$ cat config.mk
export PLATFORM = sky130hd
export DESIGN_NAME = opl3_phase_gen
export DESIGN_NICKNAME = d
export VERILOG_FILES = /design/src/design/opl3_phase_pkg.sv /design/src/design/opl3_reg_pkg.sv /design/src/design/opl3_phase_gen.sv /design/src/design/nco.sv /design/src/design/nco_control.sv /design/src/design/opl3_op_regs.sv
export VERILOG_INCLUDE_DIRS = /design/src /design/src/design
export SDC_FILE = /design/constraint.sdc
export NUM_CORES = 1
export LEC_CHECK = 0
export BUFFER_PORTS_ARGS = -buffer_cell sky130_fd_sc_hd__buf_2
export CAP_MARGIN = 20
export CORE_ASPECT_RATIO = 1.2
export CORE_MARGIN = 4
export CORE_UTILIZATION = 55
export DETAILED_ROUTE_END_ITERATION = 8
export GPL_ROUTABILITY_DRIVEN = 0
export GPL_TIMING_DRIVEN = 0
export PLACE_DENSITY = 0.8
export SLEW_MARGIN = 40
export SYNTH_ARGS = -nofsm -noshare
export SYNTH_HDL_FRONTEND = slang
export SYNTH_SLANG_ARGS = --single-unit
$ cat constraint.sdc
create_clock -name clk -period 3.4 [get_ports clk]
set_input_delay 0.34 -clock clk [delete_from_list [all_inputs] [get_ports clk]]
set_output_delay 0.34 -clock clk [all_outputs]
set_load 0.05 [all_outputs]
$ cat src/design/opl3_consts.svh
//====================
// opl3 operator constants
// field widths, register map and reset values of the phase slice
//====================
`ifndef OPL3_CONSTS_SVH
`define OPL3_CONSTS_SVH

// operator frequency fields
`define OPL3_FNUM_W        10       // frequency number, split over two registers
`define OPL3_BLOCK_W       3        // octave shift applied to the F-number
`define OPL3_MULT_W        4        // multiplier code, decoded to a factor table

// phase path
`define OPL3_PHASE_ACC_W   20       // accumulator and increment width
`define OPL3_PHASE_OUT_W   10       // top accumulator bits presented as phase

// host register port
`define OPL3_ADDR_W        8
`define OPL3_DATA_W        8
`define OPL3_ADDR_OP       8'h20    // am, vib, egt, ksr and mult
`define OPL3_ADDR_FNUM_LO  8'hA0    // low F-number byte
`define OPL3_ADDR_CTRL     8'hB0    // key-on, block and high F-number bits

// register contents after reset
`define OPL3_KEY_ON_RST    1'b0
`define OPL3_FNUM_RST      10'h000
`define OPL3_BLOCK_RST     3'h0
`define OPL3_MULT_RST      4'h0

`endif
$ cat src/design/opl3_phase_pkg.sv
//====================
// opl3 phase types
// frequency setting, increment and phase words of the NCO path
//====================
`default_nettype none

`include "opl3_consts.svh"

package opl3_phase_pkg;

    // increment added to the accumulator on every sample enable
    typedef logic [`OPL3_PHASE_ACC_W-1:0] phase_inc_t;

    // operator phase as seen by a waveform lookup
    typedef logic [`OPL3_PHASE_OUT_W-1:0] phase_t;

    // everything that sets the operator frequency
    typedef struct packed {
        logic [`OPL3_FNUM_W-1:0]  fnum;   // frequency number
        logic [`OPL3_BLOCK_W-1:0] block;  // octave, left shift of fnum
        logic [`OPL3_MULT_W-1:0]  mult;   // multiplier code 0 to F
    } freq_cfg_t;

endpackage

`default_nettype wire

$ cat src/design/opl3_reg_pkg.sv
//====================
// opl3 register map types
// write data views and the operator configuration word
//====================
`default_nettype none

`include "opl3_consts.svh"

package opl3_reg_pkg;

    // data layout of a write to the control register at B0
    typedef struct packed {
        logic [1:0]                           rsvd;    // unused in this slice
        logic                                 key_on;  // note on when set
        logic [`OPL3_BLOCK_W-1:0]             block;   // octave
        logic [`OPL3_FNUM_W-`OPL3_DATA_W-1:0] fnum_hi; // top two F-number bits
    } reg_ctrl_t;

    // data layout of a write to the operator register at 20
    typedef struct packed {
        logic                    am;   // tremolo enable, no tremolo here
        logic                    vib;  // vibrato enable, no vibrato here
        logic                    egt;  // sustain mode of the envelope
        logic                    ksr;  // key scale rate of the envelope
        logic [`OPL3_MULT_W-1:0] mult; // frequency multiplier code
    } reg_op_t;

    // one data byte with the meaning picked by the register address
    typedef union packed {
        logic [`OPL3_DATA_W-1:0] fnum_lo; // view used for address A0
        reg_ctrl_t               ctrl;    // view used for address B0
        reg_op_t                 op;      // view used for address 20
    } reg_wdata_u;

    // complete operator state held by the register file
    typedef struct packed {
        logic                     key_on; // level, edges restart the phase
        opl3_phase_pkg::freq_cfg_t freq;  // feeds the increment pipeline
    } op_cfg_t;

endpackage

`default_nettype wire

$ cat src/design/opl3_phase_gen.sv
//====================
// opl3 phase generator
// one operator from register writes to phase output
//====================
`timescale 1ns/1ns
`default_nettype none

`include "opl3_consts.svh"

module opl3_phase_gen (
    input  logic                     clk,
    input  logic                     arst_n,
    input  logic                     wr,        // host write strobe
    input  logic [`OPL3_ADDR_W-1:0]  addr,
    input  opl3_reg_pkg::reg_wdata_u wdata,
    input  logic                     sample_en, // one pulse per output sample
    output opl3_phase_pkg::phase_t   phase
);
    import opl3_phase_pkg::*;
    import opl3_reg_pkg::*;

    op_cfg_t    op_cfg;    // operator state, one cycle after the write
    phase_inc_t phase_inc; // four cycles after the write

    opl3_op_regs i_opl3_op_regs (
        .clk    (clk),
        .arst_n (arst_n),
        .wr     (wr),
        .addr   (addr),
        .wdata  (wdata),
        .op_cfg (op_cfg)
    );

    nco_control i_nco_control (
        .clk       (clk),
        .arst_n    (arst_n),
        .freq      (op_cfg.freq),
        .phase_inc (phase_inc)
    );

    // key_on skips the increment pipeline so a restart is not delayed by it
    nco #(
        .PHASE_ACC_WIDTH (`OPL3_PHASE_ACC_W),
        .OUTPUT_WIDTH    (`OPL3_PHASE_OUT_W)
    ) i_nco (
        .clk       (clk),
        .arst_n    (arst_n),
        .sample_en (sample_en),
        .key_on    (op_cfg.key_on),
        .phase_inc (phase_inc),
        .phase     (phase)
    );

endmodule

`default_nettype wire

$ cat src/design/nco.sv
//====================
// nco phase accumulator
// steps on sample enable and restarts on a key-on edge
//====================
`timescale 1ns/1ns
`default_nettype none

`include "opl3_consts.svh"

module nco #(
    parameter int PHASE_ACC_WIDTH = `OPL3_PHASE_ACC_W,
    parameter int OUTPUT_WIDTH    = `OPL3_PHASE_OUT_W
) (
    input  logic                       clk,
    input  logic                       arst_n,
    input  logic                       sample_en, // single cycle step request
    input  logic                       key_on,    // level from the register file
    input  opl3_phase_pkg::phase_inc_t phase_inc,
    output logic [OUTPUT_WIDTH-1:0]    phase      // top accumulator bits
);

    logic [PHASE_ACC_WIDTH-1:0] acc_q;    // phase accumulator, wraps modulo 2**width
    logic [PHASE_ACC_WIDTH-1:0] inc_ext;  // increment resized to the accumulator
    logic                       key_on_q; // key_on one cycle ago
    logic                       key_on_rise;

    generate
        if (OUTPUT_WIDTH > PHASE_ACC_WIDTH) begin : g_width_check
            $error("nco output is wider than its accumulator");
        end
    endgenerate

    assign inc_ext     = PHASE_ACC_WIDTH'(phase_inc);
    assign key_on_rise = key_on && !key_on_q; // note starts on this cycle

    // a restart beats a step that arrives in the same cycle
    always_ff @(posedge clk or negedge arst_n) begin
        if (!arst_n) begin
            acc_q    <= '0;
            key_on_q <= 1'b0;
        end else begin
            key_on_q <= key_on;
            if (key_on_rise) begin
                acc_q <= '0;
            end else if (sample_en) begin
                acc_q <= acc_q + inc_ext; // carry out is dropped
            end
        end
    end

    assign phase = acc_q[PHASE_ACC_WIDTH-1 -: OUTPUT_WIDTH];

    // the phase may only move on a step or a restart
    a_acc_hold: assert property (
        @(posedge clk) disable iff (!arst_n)
        (!sample_en && !key_on_rise) |=> $stable(acc_q)
    ) else $error("accumulator changed without sample enable or key-on");

endmodule

`default_nettype wire

$ cat src/design/nco_control.sv
//====================
// nco increment pipeline
// F-number, block and multiplier to phase increment in three stages
//====================
`timescale 1ns/1ns
`default_nettype none

`include "opl3_consts.svh"

module nco_control (
    input  logic                       clk,
    input  logic                       arst_n,
    input  opl3_phase_pkg::freq_cfg_t  freq,      // registered operator frequency setting
    output opl3_phase_pkg::phase_inc_t phase_inc  // three cycles behind freq
);
    import opl3_phase_pkg::*;

    phase_inc_t               pre_mult;    // stage 1, F-number shifted by block
    logic [`OPL3_MULT_W-1:0]  mult_s1;     // multiplier code kept in step with stage 1
    logic [`OPL3_MULT_W-1:0]  mult_factor; // integer factor for codes 1 to F
    phase_inc_t               post_mult_d; // stage 2 input, product or half
    phase_inc_t               post_mult;   // stage 2, scaled increment

    // stage 1 shifts the F-number into its octave, block 7 still fits in 17 bits
    always_ff @(posedge clk or negedge arst_n) begin
        if (!arst_n) begin
            pre_mult <= '0;
            mult_s1  <= '0;
        end else begin
            pre_mult <= phase_inc_t'(freq.fnum) << freq.block;
            mult_s1  <= freq.mult; // travels with its own F-number so configurations can overlap
        end
    end

    // codes above A repeat factors instead of following the code value
    always_comb begin
        case (mult_s1)
            4'hB:       mult_factor = 4'd10;
            4'hC, 4'hD: mult_factor = 4'd12;
            4'hE, 4'hF: mult_factor = 4'd15;
            default:    mult_factor = mult_s1; // codes 1 to A are their own factor
        endcase
    end

    // code 0 halves the increment, the product is truncated to the accumulator width
    assign post_mult_d = (mult_s1 == '0) ? (pre_mult >> 1)
                                         : pre_mult * phase_inc_t'(mult_factor);

    // stage 2 registers the scaled value, stage 3 is the output register
    always_ff @(posedge clk or negedge arst_n) begin
        if (!arst_n) begin
            post_mult <= '0;
            phase_inc <= '0;
        end else begin
            post_mult <= post_mult_d;
            phase_inc <= post_mult;
        end
    end

    // an unknown multiplier from the register file would poison every later increment
    a_mult_known: assert property (
        @(posedge clk) disable iff (!arst_n)
        !$isunknown(freq.mult)
    ) else $error("multiplier code unknown after reset");

endmodule

`default_nettype wire

$ cat src/design/opl3_op_regs.sv
//====================
// opl3 operator registers
// decodes byte writes from the host into the operator configuration
// three addresses are mapped and every other address is ignored
//====================
`timescale 1ns/1ns
`default_nettype none

`include "opl3_consts.svh"

module opl3_op_regs (
    input  logic                       clk,
    input  logic                       arst_n,
    input  logic                       wr,     // single cycle write strobe
    input  logic [`OPL3_ADDR_W-1:0]    addr,
    input  opl3_reg_pkg::reg_wdata_u   wdata,
    output opl3_reg_pkg::op_cfg_t      op_cfg  // registered, valid one cycle after the write
);

    logic wr_fnum_lo; // write hits the low F-number byte
    logic wr_ctrl;    // write hits key-on, block and high F-number
    logic wr_op;      // write hits the multiplier register

    // one strobe per mapped register, unknown addresses give none of them
    assign wr_fnum_lo = wr && (addr == `OPL3_ADDR_FNUM_LO);
    assign wr_ctrl    = wr && (addr == `OPL3_ADDR_CTRL);
    assign wr_op      = wr && (addr == `OPL3_ADDR_OP);

    // the F-number is split over two registers and each write only touches its own part
    always_ff @(posedge clk or negedge arst_n) begin
        if (!arst_n) begin
            op_cfg.key_on     <= `OPL3_KEY_ON_RST;
            op_cfg.freq.fnum  <= `OPL3_FNUM_RST;
            op_cfg.freq.block <= `OPL3_BLOCK_RST;
            op_cfg.freq.mult  <= `OPL3_MULT_RST;
        end else begin
            if (wr_fnum_lo) begin
                op_cfg.freq.fnum[`OPL3_DATA_W-1:0] <= wdata.fnum_lo; // whole byte is F-number
            end
            if (wr_ctrl) begin
                op_cfg.key_on     <= wdata.ctrl.key_on;  // nco sees the edge next cycle
                op_cfg.freq.block <= wdata.ctrl.block;
                op_cfg.freq.fnum[`OPL3_FNUM_W-1:`OPL3_DATA_W] <= wdata.ctrl.fnum_hi;
            end
            if (wr_op) begin
                op_cfg.freq.mult <= wdata.op.mult; // am, vib, egt and ksr have no user here
            end
        end
    end

    // a write with an unknown address could land in any register
    a_addr_known: assert property (
        @(posedge clk) disable iff (!arst_n)
        wr |-> !$isunknown(addr)
    ) else $error("register write with unknown address");

endmodule

`default_nettype wire

Yosys cells after proc, flatten, opt, wreduce, memory -nomap -nowiden
Cells that the tools add are included.
{"block": "totals", "out_inout_bits": 10, "in_bits": 20, "ff_bits": 103, "wordCells": 35}
{"block": "op_classes", "mul": 1, "n_eq_ne": 8, "mux": 4, "reduce_logical": 9, "n_shift": 1, "add_sub_neg": 1}
{"op": "$mux 20", "n": 3}
{"op": "$add 20x20->20", "n": 1}
{"op": "$eq 4x4->1 const B", "n": 5}
{"op": "$mul 20x4->20", "n": 1}
{"op": "$shl 10x3->20", "n": 1}
{"op": "$eq 8x8->1 const B", "n": 2}
{"op": "$pmux 4 s3", "n": 1}
{"op": "$eq 8x6->1 const B", "n": 1}
{"op": "$logic_and 1x1->1", "n": 4}
{"op": "$logic_not 4->1", "n": 1}
{"op": "$reduce_or 2->1", "n": 2}
{"op": "$reduce_bool 2->1", "n": 1}
{"op": "$logic_not 1->1", "n": 1}

Longest topological paths before layout
Gate-level depths: netlist of run 1.
{"block": "logic_depth", "ltp_word": 5, "ltp_mapped": 17, "ltp_nobuf": 15}

Modules after synthesis
A second synthesis of run 1 with hierarchy kept.
{"block": "hier_totals", "hier_cells": 714, "area_unflattened_um2": 6869.1}
{"module": "nco_control", "seq_area_each_um2": 1526.5, "area_per_inst_um2": 4246.6, "cells_each": 462, "instances": 1}
{"module": "nco", "seq_area_each_um2": 525.5, "area_per_inst_um2": 1891.8, "cells_each": 210, "instances": 1}
{"module": "opl3_op_regs", "seq_area_each_um2": 450.4, "area_per_inst_um2": 730.7, "cells_each": 42, "instances": 1}

Worst setup path after synthesis of run 1
Ideal clock, no wire load.
{"block": "synth_path", "kind": "reg-to-reg", "from": "register i_nco_control.mult_s1[3]", "to": "register i_nco_control.post_mult[18]", "arrival_time_ns": 3.528, "slack_ns": -0.259, "period_less_slack_ns": 3.659, "path_stages_with_launch": 16, "required_ns": 3.269, "path_cell_list": "dfrtp_1 clkbuf_1 clkbuf_1 and2_1 fa_1 inv_1 fa_1 inv_1 ha_1 nor2b_1 nor3_2 o211ai_1 a311o_1 a311oi_2 xor2_1 nor2_1"}
{"block": "synth_via", "elab_chain_cells": 5, "elab_cells_between_ends": 11, "cone_classes": "mul (1); eq/ne (5); mux (2); reduce/logical (3)"}
{"element": "from (decl)", "line": "nco_control.sv:19", "rtl": "logic [`OPL3_MULT_W-1:0] mult_s1;"}
{"element": "from (signal assigned)", "line": "nco_control.sv:31", "rtl": "mult_s1 <= freq.mult;"}
{"element": "$eq 4x4->1", "line": "nco_control.sv:37", "rtl": "case (mult_s1)"}
{"element": "$reduce_or 2->1", "line": "nco_control.sv:37"}
{"element": "$pmux 4 s3", "line": "nco_control.sv:37"}
{"element": "$mul 20x4->20", "line": "nco_control.sv:47", "rtl": ": pre_mult * phase_inc_t'(mult_factor);"}
{"element": "$mux 20 (*)", "line": "nco_control.sv:46", "rtl": "assign post_mult_d = (mult_s1 == '0) ? (pre_mult >> 1)"}
{"element": "net i_nco_control.post_mult_d[18]", "line": "nco_control.sv:21", "rtl": "phase_inc_t post_mult_d;"}
{"element": "to (signal assigned)", "line": "nco_control.sv:55", "rtl": "post_mult <= post_mult_d;"}
{"element": "to (decl)", "line": "nco_control.sv:22", "rtl": "phase_inc_t post_mult;"}
Mark *: on every way through the listed nets, which the timed path passes. The rest lies on a longest branch.
A chain may end at the register's enable or synchronous reset.

Worst setup path in the final report of run 1
{"block": "layout_path", "from": "register i_nco_control.mult_s1[3]", "to": "register i_nco_control.post_mult[19]"}
The elaborated chain is that of the path after synthesis.

==> impl_metrics.yaml, run 1 <==
status:
  run_status: "finished, violations left"
  violations: "negative setup slack"
min_path:
  hold_class: "input pin to flop"
sta:
  relSlewSlack_pct: 50.9
  fin_ws_ns: -0.206
  slew_violations: 0
  hold_viol: 0
  rsz0062_at_grt: "yes"
  fmax_mhz: 277
  fin_setup_tns_ns: -1.33
  holdWs_ns: 0.212
  setup_viol: 9
  period_minus_slack_ns: 3.61
  finClkSkew_ns: 0.0106
  worst_pin_slew_ns: 0.737
  fin_crit_sh_pct: 106
yosys:
  synthTopCellsByArea: "dfrtp_1, fa_1, ha_1"
  synth_edf_count: 0
  synthMuxAreaShare_pct: 7.03
  syn_nets: 784
  synthAdderAreaFrac_pct: 17.2
  yosysSeqAreaShare_pct: 37.5
  synth-xor-area-share_pct: 4.20
  synth_top_family_by_area: "adder cells"
  synth_largest_type_area_fraction_pct: 37.5
  synthSimpleGateAreaFrac_pct: 14.6
  syn_inst: 691
  synth_largest_area_cell: "dfrtp_1"
  synthFlopType: "dfrtp_1"
  syn-cell-area_sq_um: 6670
  ys_ff_latch: 100
  synth_area_per_cell_sq_um: 9.66
  async_flop_share_pct: 100
  synth_compound_area_share_pct: 13.3
  ys_warn_count: 0
  synth.distinct_cells: 59
global_route:
  antenna_found_initial: 0
  grt_max_degree: 57
  grt_pass1_vias: 5353
  grt_pass1_wl_um: 24200
  grt_busiest_layer: "met2"
  grtUsageTotal_pct: 22.0
  globalRouteMet1Util_pct: 24.6
  grt_util_met2_pct: 40.9
  overflow: 0
  met3_usage_pct: 2.91
cts:
  clkTransAtPathRegs_ns: 0.07
  clockBufferDepth: 2
  cts_root_buffer: "clkbuf_16"
  clk_latency_ns: 0.35
  htree_levels: 3
  cts_buffers: 9
  cts_tree: "built"
  clock_sinks: 100
job:
  cap_violations: 0
worst_setup_path:
  critical_path.slowest_cell: "fa_1"
  crit_top_cell: "fa_1"
  crit_type: "flop to flop"
  critPathMaxStageDelay_ns: 0.54
  path_cells: "buf_8, clkbuf_16, nand2_4, fa_1, inv_1, fa_1, ha_1, a211o_1, a211oi_2, o21bai_2, a21oi_2, buf_6, o31ai_4, xnor2_1, nor2_1"
  crit_fanout: 8
  cp-start-kind: "flop"
  cp_data_arrival_time_ns: 3.83
  critPathCaptureType: "flop"
  cp.required_ns: 3.62
pwr:
  powerDensity_nw_per_um2: 430
  p_leak_nw: 3.94
  total_power_w: 0.00338
  vdd_drop_max_uv: 373
route:
  via_per_inst: 5.61
  avgRoutedWirePerCell_um: 15.9
  drc: 0
  vias: 5118
  wl_um: 14500
  drtIter0Drc: 218
  first_pass_iters: 5
  antenna_left: 0
floorplanning:
  pin_count: 30
  chipWidth_um: 109
  start_util_pct: 56.9
  die_area_sq_um: 14000
  design.core.area_sq_um: 11700
  dieHeight_um: 129
  rows: 43
placed_design:
  dpl.hpwl_um: 10400
  place.port_buffers: 29
  dpl-instance-area_sq_um: 7120
  dp_slack_ns: -0.404
layout:
  fin_area_sq_um: 7860
  nNetsFinal: 844
  nFillCells: 868
  seqCellArea_sq_um: 2500
  multi_input_area_sq_um: 4010
  layout-drive-gt1-share_pct: 20.9
  n_antenna_cell: 0
  area_growth_pct: 17.8
power breakdown:
group / internal (W) / switching [W]
Sequential: 0.00133 / 0.000107
Combinational: 0.000372 / 0.000589
Clock: 0.000552 / 0.000439
Total: 0.00225 / 0.00114
repair_timing:
item / CTS / global route
endpoints found under the setup margin: 11 / 11
pin swaps: 18 / 17
setup buffers: 11 / 6
hold buffers: 1 / 0
resized for setup: 41 / 22
gates cloned: 1 / 1
endpoints found under the hold margin: 55 / 0
worst paths after layout:
| path | from | end | slack, ns | cells after the start |
|---|---|---|---|---|
| worst max-delay path | i_nco_control.mult_s1[3] | i_nco_control.post_mult[19] | -0.21 | 15 |
| worst min-delay path | wdata[4] | i_opl3_op_regs.op_cfg[6] | 0.21 | 3 |
| worst max register to register | i_nco_control.mult_s1[3] | i_nco_control.post_mult[19] | -0.21 | 15 |
| worst min register to register | i_nco_control.post_mult[8] | i_nco_control.phase_inc[8] | 0.35 | 0 |
| max in group asynchronous | arst_n | i_nco_control.mult_s1[2] | 2.27 | 3 |
| min in group asynchronous | arst_n | i_nco.acc_q[0] | 0.51 | 2 |
sequential cells by signal (all words and copies together), names as in the netlist:
| signal | count |
|---|---|
| i_nco_control.post_mult | 20 |
| i_nco.key_on_q | 1 |
| i_nco.acc_q | 20 |
| i_opl3_op_regs.op_cfg | 18 |
| i_nco_control.phase_inc | 20 |
| i_nco_control.pre_mult | 17 |
| i_nco_control.mult_s1 | 4 |
through the flow:
stage          utilization [%]  std cells
4_1_cts                   65.9        905
2_1_floorplan                -        691
5_1_grt                   67.0        912
3_3_place_gp              60.5        877
6_report                  67.0        912
3_5_place_dp              60.7        878
placed cells by master, fill, tap and decap left out, drive strengths merged, types with 9 or more instances in the layout:
master / count
buf: 65
and2: 45
inv: 67
nor2: 48
xnor2: 12
o21ai: 47
clkbuf: 24
nor3: 9
dfrtp: 100
ha: 42
xor2: 20
fa: 31
a21o: 9
a21oi: 31
a211oi: 9
mux2: 23
mux2i: 21
nand2: 80
cells by family (layout without fill, tap and decap cells):
group / count (synthesis) / in the layout
adder cells (fa/ha/maj): 73 / 73
multiplexers: 44 / 44
AO/OA/AOI/OAI: 137 / 137
AND/OR/NAND/NOR: 207 / 207
XOR/XNOR: 32 / 32
buffers and inverters: 98 / 162
flip-flops: 100 / 100
area by class of cell:
type | count | area share, %
buffer | 28 | 3.23
clock buffer | 12 | 3.39
clock inverter | 3 | 0.271
inverter | 69 | 3.29
multi-input combinational | 493 | 51.0
sequential | 100 | 31.8
tap | 157 | 2.50
timing repair buffer | 50 | 4.47
Yosys cell counts, types with 2 or more instances:
master,n
a211oi_1,8
a21boi_0,3
a21o_1,9
a21oi_1,29
a21oi_2,2
a31oi_1,2
and2_1,45
and3_1,4
buf_1,2
buf_4,11
clkbuf_1,14
clkinv_1,2
dfrtp_1,100
fa_1,31
ha_1,42
inv_1,67
mux2_2,23
mux2i_1,21
nand2_1,80
nand2b_1,4
nand3_1,3
nand4_1,4
nor2_1,48
nor2b_1,4
nor3_1,8
nor4_1,2
o211ai_1,6
o21a_1,4
o21ai_0,44
o21ai_1,3
o22ai_1,4
o31ai_1,5
xnor2_1,12
xor2_1,20
per-layer routing:
layer	vias to the layer above	part of all wire, %
met4	0	2.9
met2	152	55
met3	31	3.7
li1	2430	-
met5	-	0
met1	2505	39
critical path, delay by kind of cell (launching register included):
kind / cells / cell delay (ns)
AO/OA/AOI/OAI: 5 / 0.99
XOR/XNOR: 1 / 0.18
adder cells (fa/ha/maj): 3 / 1.31
buffers and inverters: 4 / 0.51
flip-flops: 1 / 0.38
AND/OR/NAND/NOR: 2 / 0.11
(Power assumes the default switching activity.)
==> run 2, diff against run 1 <==
--- a/config.mk
+++ b/config.mk
@@ -6,13 +6,12 @@
 export SDC_FILE = /design/constraint.sdc
 export NUM_CORES = 1
 export LEC_CHECK = 0
-export BUFFER_PORTS_ARGS = -buffer_cell sky130_fd_sc_hd__buf_2
+export BUFFER_PORTS_ARGS = -buffer_cell sky130_fd_sc_hd__buf_4
 export CAP_MARGIN = 20
 export CORE_ASPECT_RATIO = 1.2
 export CORE_MARGIN = 4
 export CORE_UTILIZATION = 55
 export DETAILED_ROUTE_END_ITERATION = 8
-export GPL_ROUTABILITY_DRIVEN = 0
 export GPL_TIMING_DRIVEN = 0
 export PLACE_DENSITY = 0.8
 export SLEW_MARGIN = 40
==> run 2 against run 1 <==
The flow still finishes with violations (negative setup slack). Clock skew fell by 0.0033 ns. Worst hold slack got worse by 0.20 ns. Critical path depth fell by 1. Via count fell by 0.43%. Cell count fell by 0.11%. Die area did not move. Clock power barely moved. Final area fell by 0.18%. Highest routed layer unchanged.
==> impl_metrics.yaml, run 2 (synthesis gave the netlist of run 1 again) <==
worst_setup_path:
  critPathMaxStageDelay_ns: 0.56
  cp-start-kind: "flop"
  r2r-start: "i_nco_control.mult_s1[3]"
  path_cells: "clkbuf_16, buf_4, nand2_4, fa_1, inv_1, fa_2, ha_4, a211o_1, a211oi_2, o21bai_2, a21oi_4, nor2_1, xor2_1, mux2_2"
  crit_buf_inv: 3
  endpoint: "i_nco_control.post_mult[13]"
  crit_path_start: "i_nco_control.mult_s1[3]"
  reg2regPathDepth: 14
  crit_type: "flop to flop"
  crit_fanout: 7
  cp.required_ns: 3.63
  critical_path.slowest_cell: "fa_2"
  cp_data_arrival_time_ns: 3.94
  ff2ff_setup_slack_ns: -0.31
  crit_cells: 14
  critPathCaptureType: "flop"
  rr_endpoint: "i_nco_control.post_mult[13]"
  crit_family: "adder cells"
route:
  drc: 0
  via_per_inst: 5.59
  antenna_left: 0
  vias: 5096
  wl_um: 14000
  first_pass_iters: 5
  avgRoutedWirePerCell_um: 15.4
  drtIter0Drc: 283
sta:
  hold_viol: 0
  fin_crit_sh_pct: 109
  period_minus_slack_ns: 3.71
  finClkSkew_ns: 0.00738
  fmax_mhz: 270
  setup_viol: 11
  slew_violations: 0
  fin_ws_ns: -0.307
  rsz0062_at_grt: "yes"
  worst_pin_slew_ns: 0.737
  relSlewSlack_pct: 50.9
placed_design:
  gp_congestion: 1.06
  place.port_buffers: 29
  dpl-instance-area_sq_um: 7170
  dpl.hpwl_um: 10200
floorplanning:
  die_area_sq_um: 14000
  start_util_pct: 56.9
  pin_count: 30
  dieHeight_um: 129
  chipWidth_um: 109
  design.core.area_sq_um: 11700
  rows: 43
layout:
  n_antenna_cell: 0
  final_common_cell: "dfrtp_1"
  largestRegisters: "i_nco.acc_q x20, i_nco_control.phase_inc x20, i_nco_control.post_mult x20"
  layout-drive-gt1-share_pct: 21.0
  fin_area_sq_um: 7850
  area_growth_pct: 17.6
  layout_common_cells: "dfrtp_1, nand2_1, inv_1, buf_4, nor2_1"
  fin_util_pct: 66.9
  nNetsFinal: 843
cts:
  clk_latency_ns: 0.35
  clkTransAtPathRegs_ns: 0.07
  htree_levels: 3
  clock_sinks: 100
  cts_root_buffer: "clkbuf_16"
  cts_tree: "built"
  cts_buffers: 9
  ctsHoldBuffers: 0
  clockBufferDepth: 2
status:
  run_status: "finished, violations left"
  violations: "negative setup slack"
pwr:
  p_leak_nw: 3.93
  powerDensity_nw_per_um2: 437
  total_power_w: 0.00343
  vdd_drop_max_uv: 421
global_route:
  antenna_found_initial: 0
  grt_max_degree: 101
  grtUsageTotal_pct: 21.7
  grt_pass1_vias: 5405
  grt_pass1_wl_um: 24200
  overflow: 0
min_path:
  hold_class: "input pin to async pin"
job:
  cap_violations: 0
## run 2: changes by cell type in the layout (fill, tap and decap cells not counted), sizes merged
cell	before	now
clkbuf	24	20
buf	65	68
bufinv	0	1
clkinvlp	1	0
dlygate4sd3	1	0
inv	67	68
## run 2: routing by layer
| layer | track usage, % | routed length [um] |
|---|---|---|
| met5 | 0 | 0 |
| met4 | 10.1 | 536 |
| met3 | 2.86 | 507 |
| met2 | 40.7 | 7560 |
| met1 | 24.0 | 5450 |
## run 2: stage by stage
stage	std cells	TNS (ns)	worst slack [ns]	hold WS (ns)
finish	911	-1.92	-0.307	0.00992
global route	911	-3.20	-0.427	0.0639
CTS	904	-0.841	-0.168	0.117
detailed placement	877	-2.31	-0.393	0.335
global placement	877	-1.56	-0.323	0.332
floorplan	691	-0.136	-0.0890	0.0444
## run 2: area by class of cell
cell class | instances | area [sq um]
Sequential cell | 100 | 2510
Clock buffer | 11 | 243
Fill cell | 872 | 3880
Inverter | 69 | 259
Timing Repair Buffer | 52 | 418
Multi-Input combinational cell | 493 | 3990
Buffer | 25 | 184
Tap cell | 157 | 196
Clock inverter | 4 | 48.8
## run 2: worst min path at each step
stage / end / depth (start not counted)
6_report: i_nco.acc_q[3] / 1
5_1_grt: i_nco.acc_q[5] / 1
4_1_cts: i_nco_control.post_mult[2] / 1
3_5_place_dp: i_nco_control.phase_inc[11] / 0
3_3_place_gp: i_nco_control.phase_inc[3] / 0
2_1_floorplan: i_nco.acc_q[0] / 0
## run 2: timing repair
| action | CTS | global route |
|---|---|---|
| resized for setup | 26 | 31 |
| setup buffers | 15 | 8 |
| pin swaps | 21 | 23 |
| endpoints found under the setup margin | 11 | 11 |
| gates cloned | 0 | 0 |
## run 2: power by group
group	switching, W	internal (W)
sequential	0.000107	0.00133
combinational	0.000590	0.000391
clock	0.000428	0.000587
total	0.00112	0.00230
==> run 3, diff against run 2 <==
--- a/config.mk
+++ b/config.mk
@@ -6,14 +6,15 @@
 export SDC_FILE = /design/constraint.sdc
 export NUM_CORES = 1
 export LEC_CHECK = 0
-export BUFFER_PORTS_ARGS = -buffer_cell sky130_fd_sc_hd__buf_4
 export CAP_MARGIN = 20
 export CORE_ASPECT_RATIO = 1.2
 export CORE_MARGIN = 4
 export CORE_UTILIZATION = 55
 export DETAILED_ROUTE_END_ITERATION = 8
+export DONT_BUFFER_PORTS = 1
+export GPL_ROUTABILITY_DRIVEN = 0
 export GPL_TIMING_DRIVEN = 0
-export PLACE_DENSITY = 0.8
+export PLACE_DENSITY = 0.78
 export SLEW_MARGIN = 40
 export SYNTH_ARGS = -nofsm -noshare
 export SYNTH_HDL_FRONTEND = slang
==> run 3 against run 2 <==
The flow still finishes with violations (negative setup slack). Clock skew is 0.0026 ns lower. Combinational power fell by 6.7%. Via count down 2.5%. Global-route usage shrank 0.60 points. Sequential power about the same. Worst setup slack better by 0.078 ns. Worst hold slack better by 0.11 ns. Non-clock buffer count decreased by 31.
==> impl_metrics.yaml, run 3 (synthesis gave the netlist of run 1 again) <==
status:
  run_status: "finished, violations left"
  violations: "negative setup slack"
route:
  drtIter0Drc: 207
  drc: 0
  first_pass_iters: 5
  wl_um: 13700
  antenna_left: 0
  avgRoutedWirePerCell_um: 15.5
  via_per_inst: 5.64
  vias: 4969
global_route:
  grt_max_degree: 101
  grtUsageTotal_pct: 21.1
  overflow: 0
  antenna_found_initial: 0
  grt_pass1_vias: 5237
  grt_pass1_wl_um: 23300
sta:
  fin_ws_ns: -0.229
  rsz0062_at_grt: "yes"
  worst_pin_slew_ns: 0.772
  fin_setup_tns_ns: -1.25
  slew_violations: 0
  finClkSkew_ns: 0.00479
  fmax_mhz: 276
  fin_crit_sh_pct: 107
  relSlewSlack_pct: 48.5
  period_minus_slack_ns: 3.63
  setup_viol: 8
  hold_viol: 0
floorplanning:
  start_util_pct: 56.9
  dieHeight_um: 129
  design.core.area_sq_um: 11700
  pin_count: 30
  chipWidth_um: 109
  die_area_sq_um: 14000
  rows: 43
worst_setup_path:
  critPathMaxStageDelay_ns: 0.57
  crit_buf_inv: 5
  crit_type: "flop to flop"
  critical_path.slowest_cell: "fa_1"
  crit_fanout: 8
  crit_family: "adder cells"
  cp_data_arrival_time_ns: 3.85
  critPathCaptureType: "flop"
  cp.required_ns: 3.62
  path_cells: "buf_8, clkbuf_16, nand2_2, fa_1, inv_2, fa_1, inv_2, fa_2, nor2b_4, nor3_4, o211ai_1, a311o_1, buf_4, o31ai_4, xor2_1, nor2_1"
  cp-start-kind: "flop"
layout:
  layout_common_cells: "dfrtp_1, nand2_1, inv_1, nor2_1, and2_1"
  fin_util_pct: 65.2
  multi_input_area_sq_um: 3970
  largestRegisters: "i_nco.acc_q x20, i_nco_control.phase_inc x20, i_nco_control.post_mult x20"
  final_common_cell: "dfrtp_1"
  nFillCells: 915
  n_antenna_cell: 0
  nNetsFinal: 812
  layout-drive-gt1-share_pct: 17.4
  area_growth_pct: 14.6
  seqCellArea_sq_um: 2500
cts:
  clkTransAtPathRegs_ns: 0.07
  cts_root_buffer: "clkbuf_16"
  cts_tree: "built"
  clock_sinks: 100
  clockBufferDepth: 2
  htree_levels: 3
  cts_buffers: 9
  clk_latency_ns: 0.35
min_path:
  hold_class: "input pin to flop"
placed_design:
  dpl.hpwl_um: 9970
  place.port_buffers: 0
  dp_slack_ns: -0.431
job:
  cap_violations: 0
pwr:
  p_leak_nw: 3.78
  powerDensity_nw_per_um2: 460
  vdd_drop_max_uv: 314
[run 3: final timing paths]
kind / from / to / slack (ns) / depth (start not counted)
max in group asynchronous: arst_n / i_nco_control.mult_s1[1] / 2.46 / 2
setup reg to reg: i_nco_control.mult_s1[3] / i_nco_control.post_mult[16] / -0.23 / 16
min in group asynchronous: arst_n / i_nco.acc_q[4] / 0.58 / 2
setup / recovery: i_nco_control.mult_s1[3] / i_nco_control.post_mult[16] / -0.23 / 16
hold reg to reg: i_nco_control.post_mult[5] / i_nco_control.phase_inc[5] / 0.35 / 0
hold / removal: wdata[4] / i_opl3_op_regs.op_cfg[6] / 0.12 / 2
[run 3: cell type report]
class / count / area share (%)
inverter: 69 / 3.39
buffer: 27 / 2.75
clock buffer: 9 / 2.94
timing repair buffer: 19 / 2.16
clock inverter: 7 / 1.62
tap: 157 / 2.57
sequential: 100 / 32.7
multi-input combinational: 493 / 51.8
[run 3: layer usage]
metal	wire length (um)	global-route usage, %	vias to the layer above	share of wire (%)
li1	-	-	2375	-
met5	0	0	-	0
met2	7290	38.6	137	53
met1	5230	22.5	2412	38
met4	582	12.6	0	4.3
met3	557	3.56	45	4.1
[run 3: per-stage QoR]
stage	cells	instance area (sq um)	hold slack [ns]	power, W
after floorplan	691	6750	0.0444	0.00214
after global placement	848	6950	0.0482	0.00226
after detailed placement	848	6950	0.0476	0.00231
after CTS	872	7500	0.118	0.00353
after global routing	881	7650	0.123	0.00371
final	881	7650	0.123	0.00352
[run 3: report_power, final]
group          internal (W)  leakage, nW  switching (W)  total [W]
clock network      0.000725        0.172       0.000450    0.00117
logic              0.000339         2.26       0.000577   0.000915
registers           0.00132         1.34       0.000107    0.00143
total               0.00239         3.78        0.00113    0.00352
[run 3: timing repair]
item                                    in CTS  in global routing
endpoints found under the setup margin      10                 11
pin swaps                                   17                  8
hold buffers                                 2                  0
gates resized for setup                     28                 24
buffers inserted                             8                  9
hold endpoints to repair                   100                  0
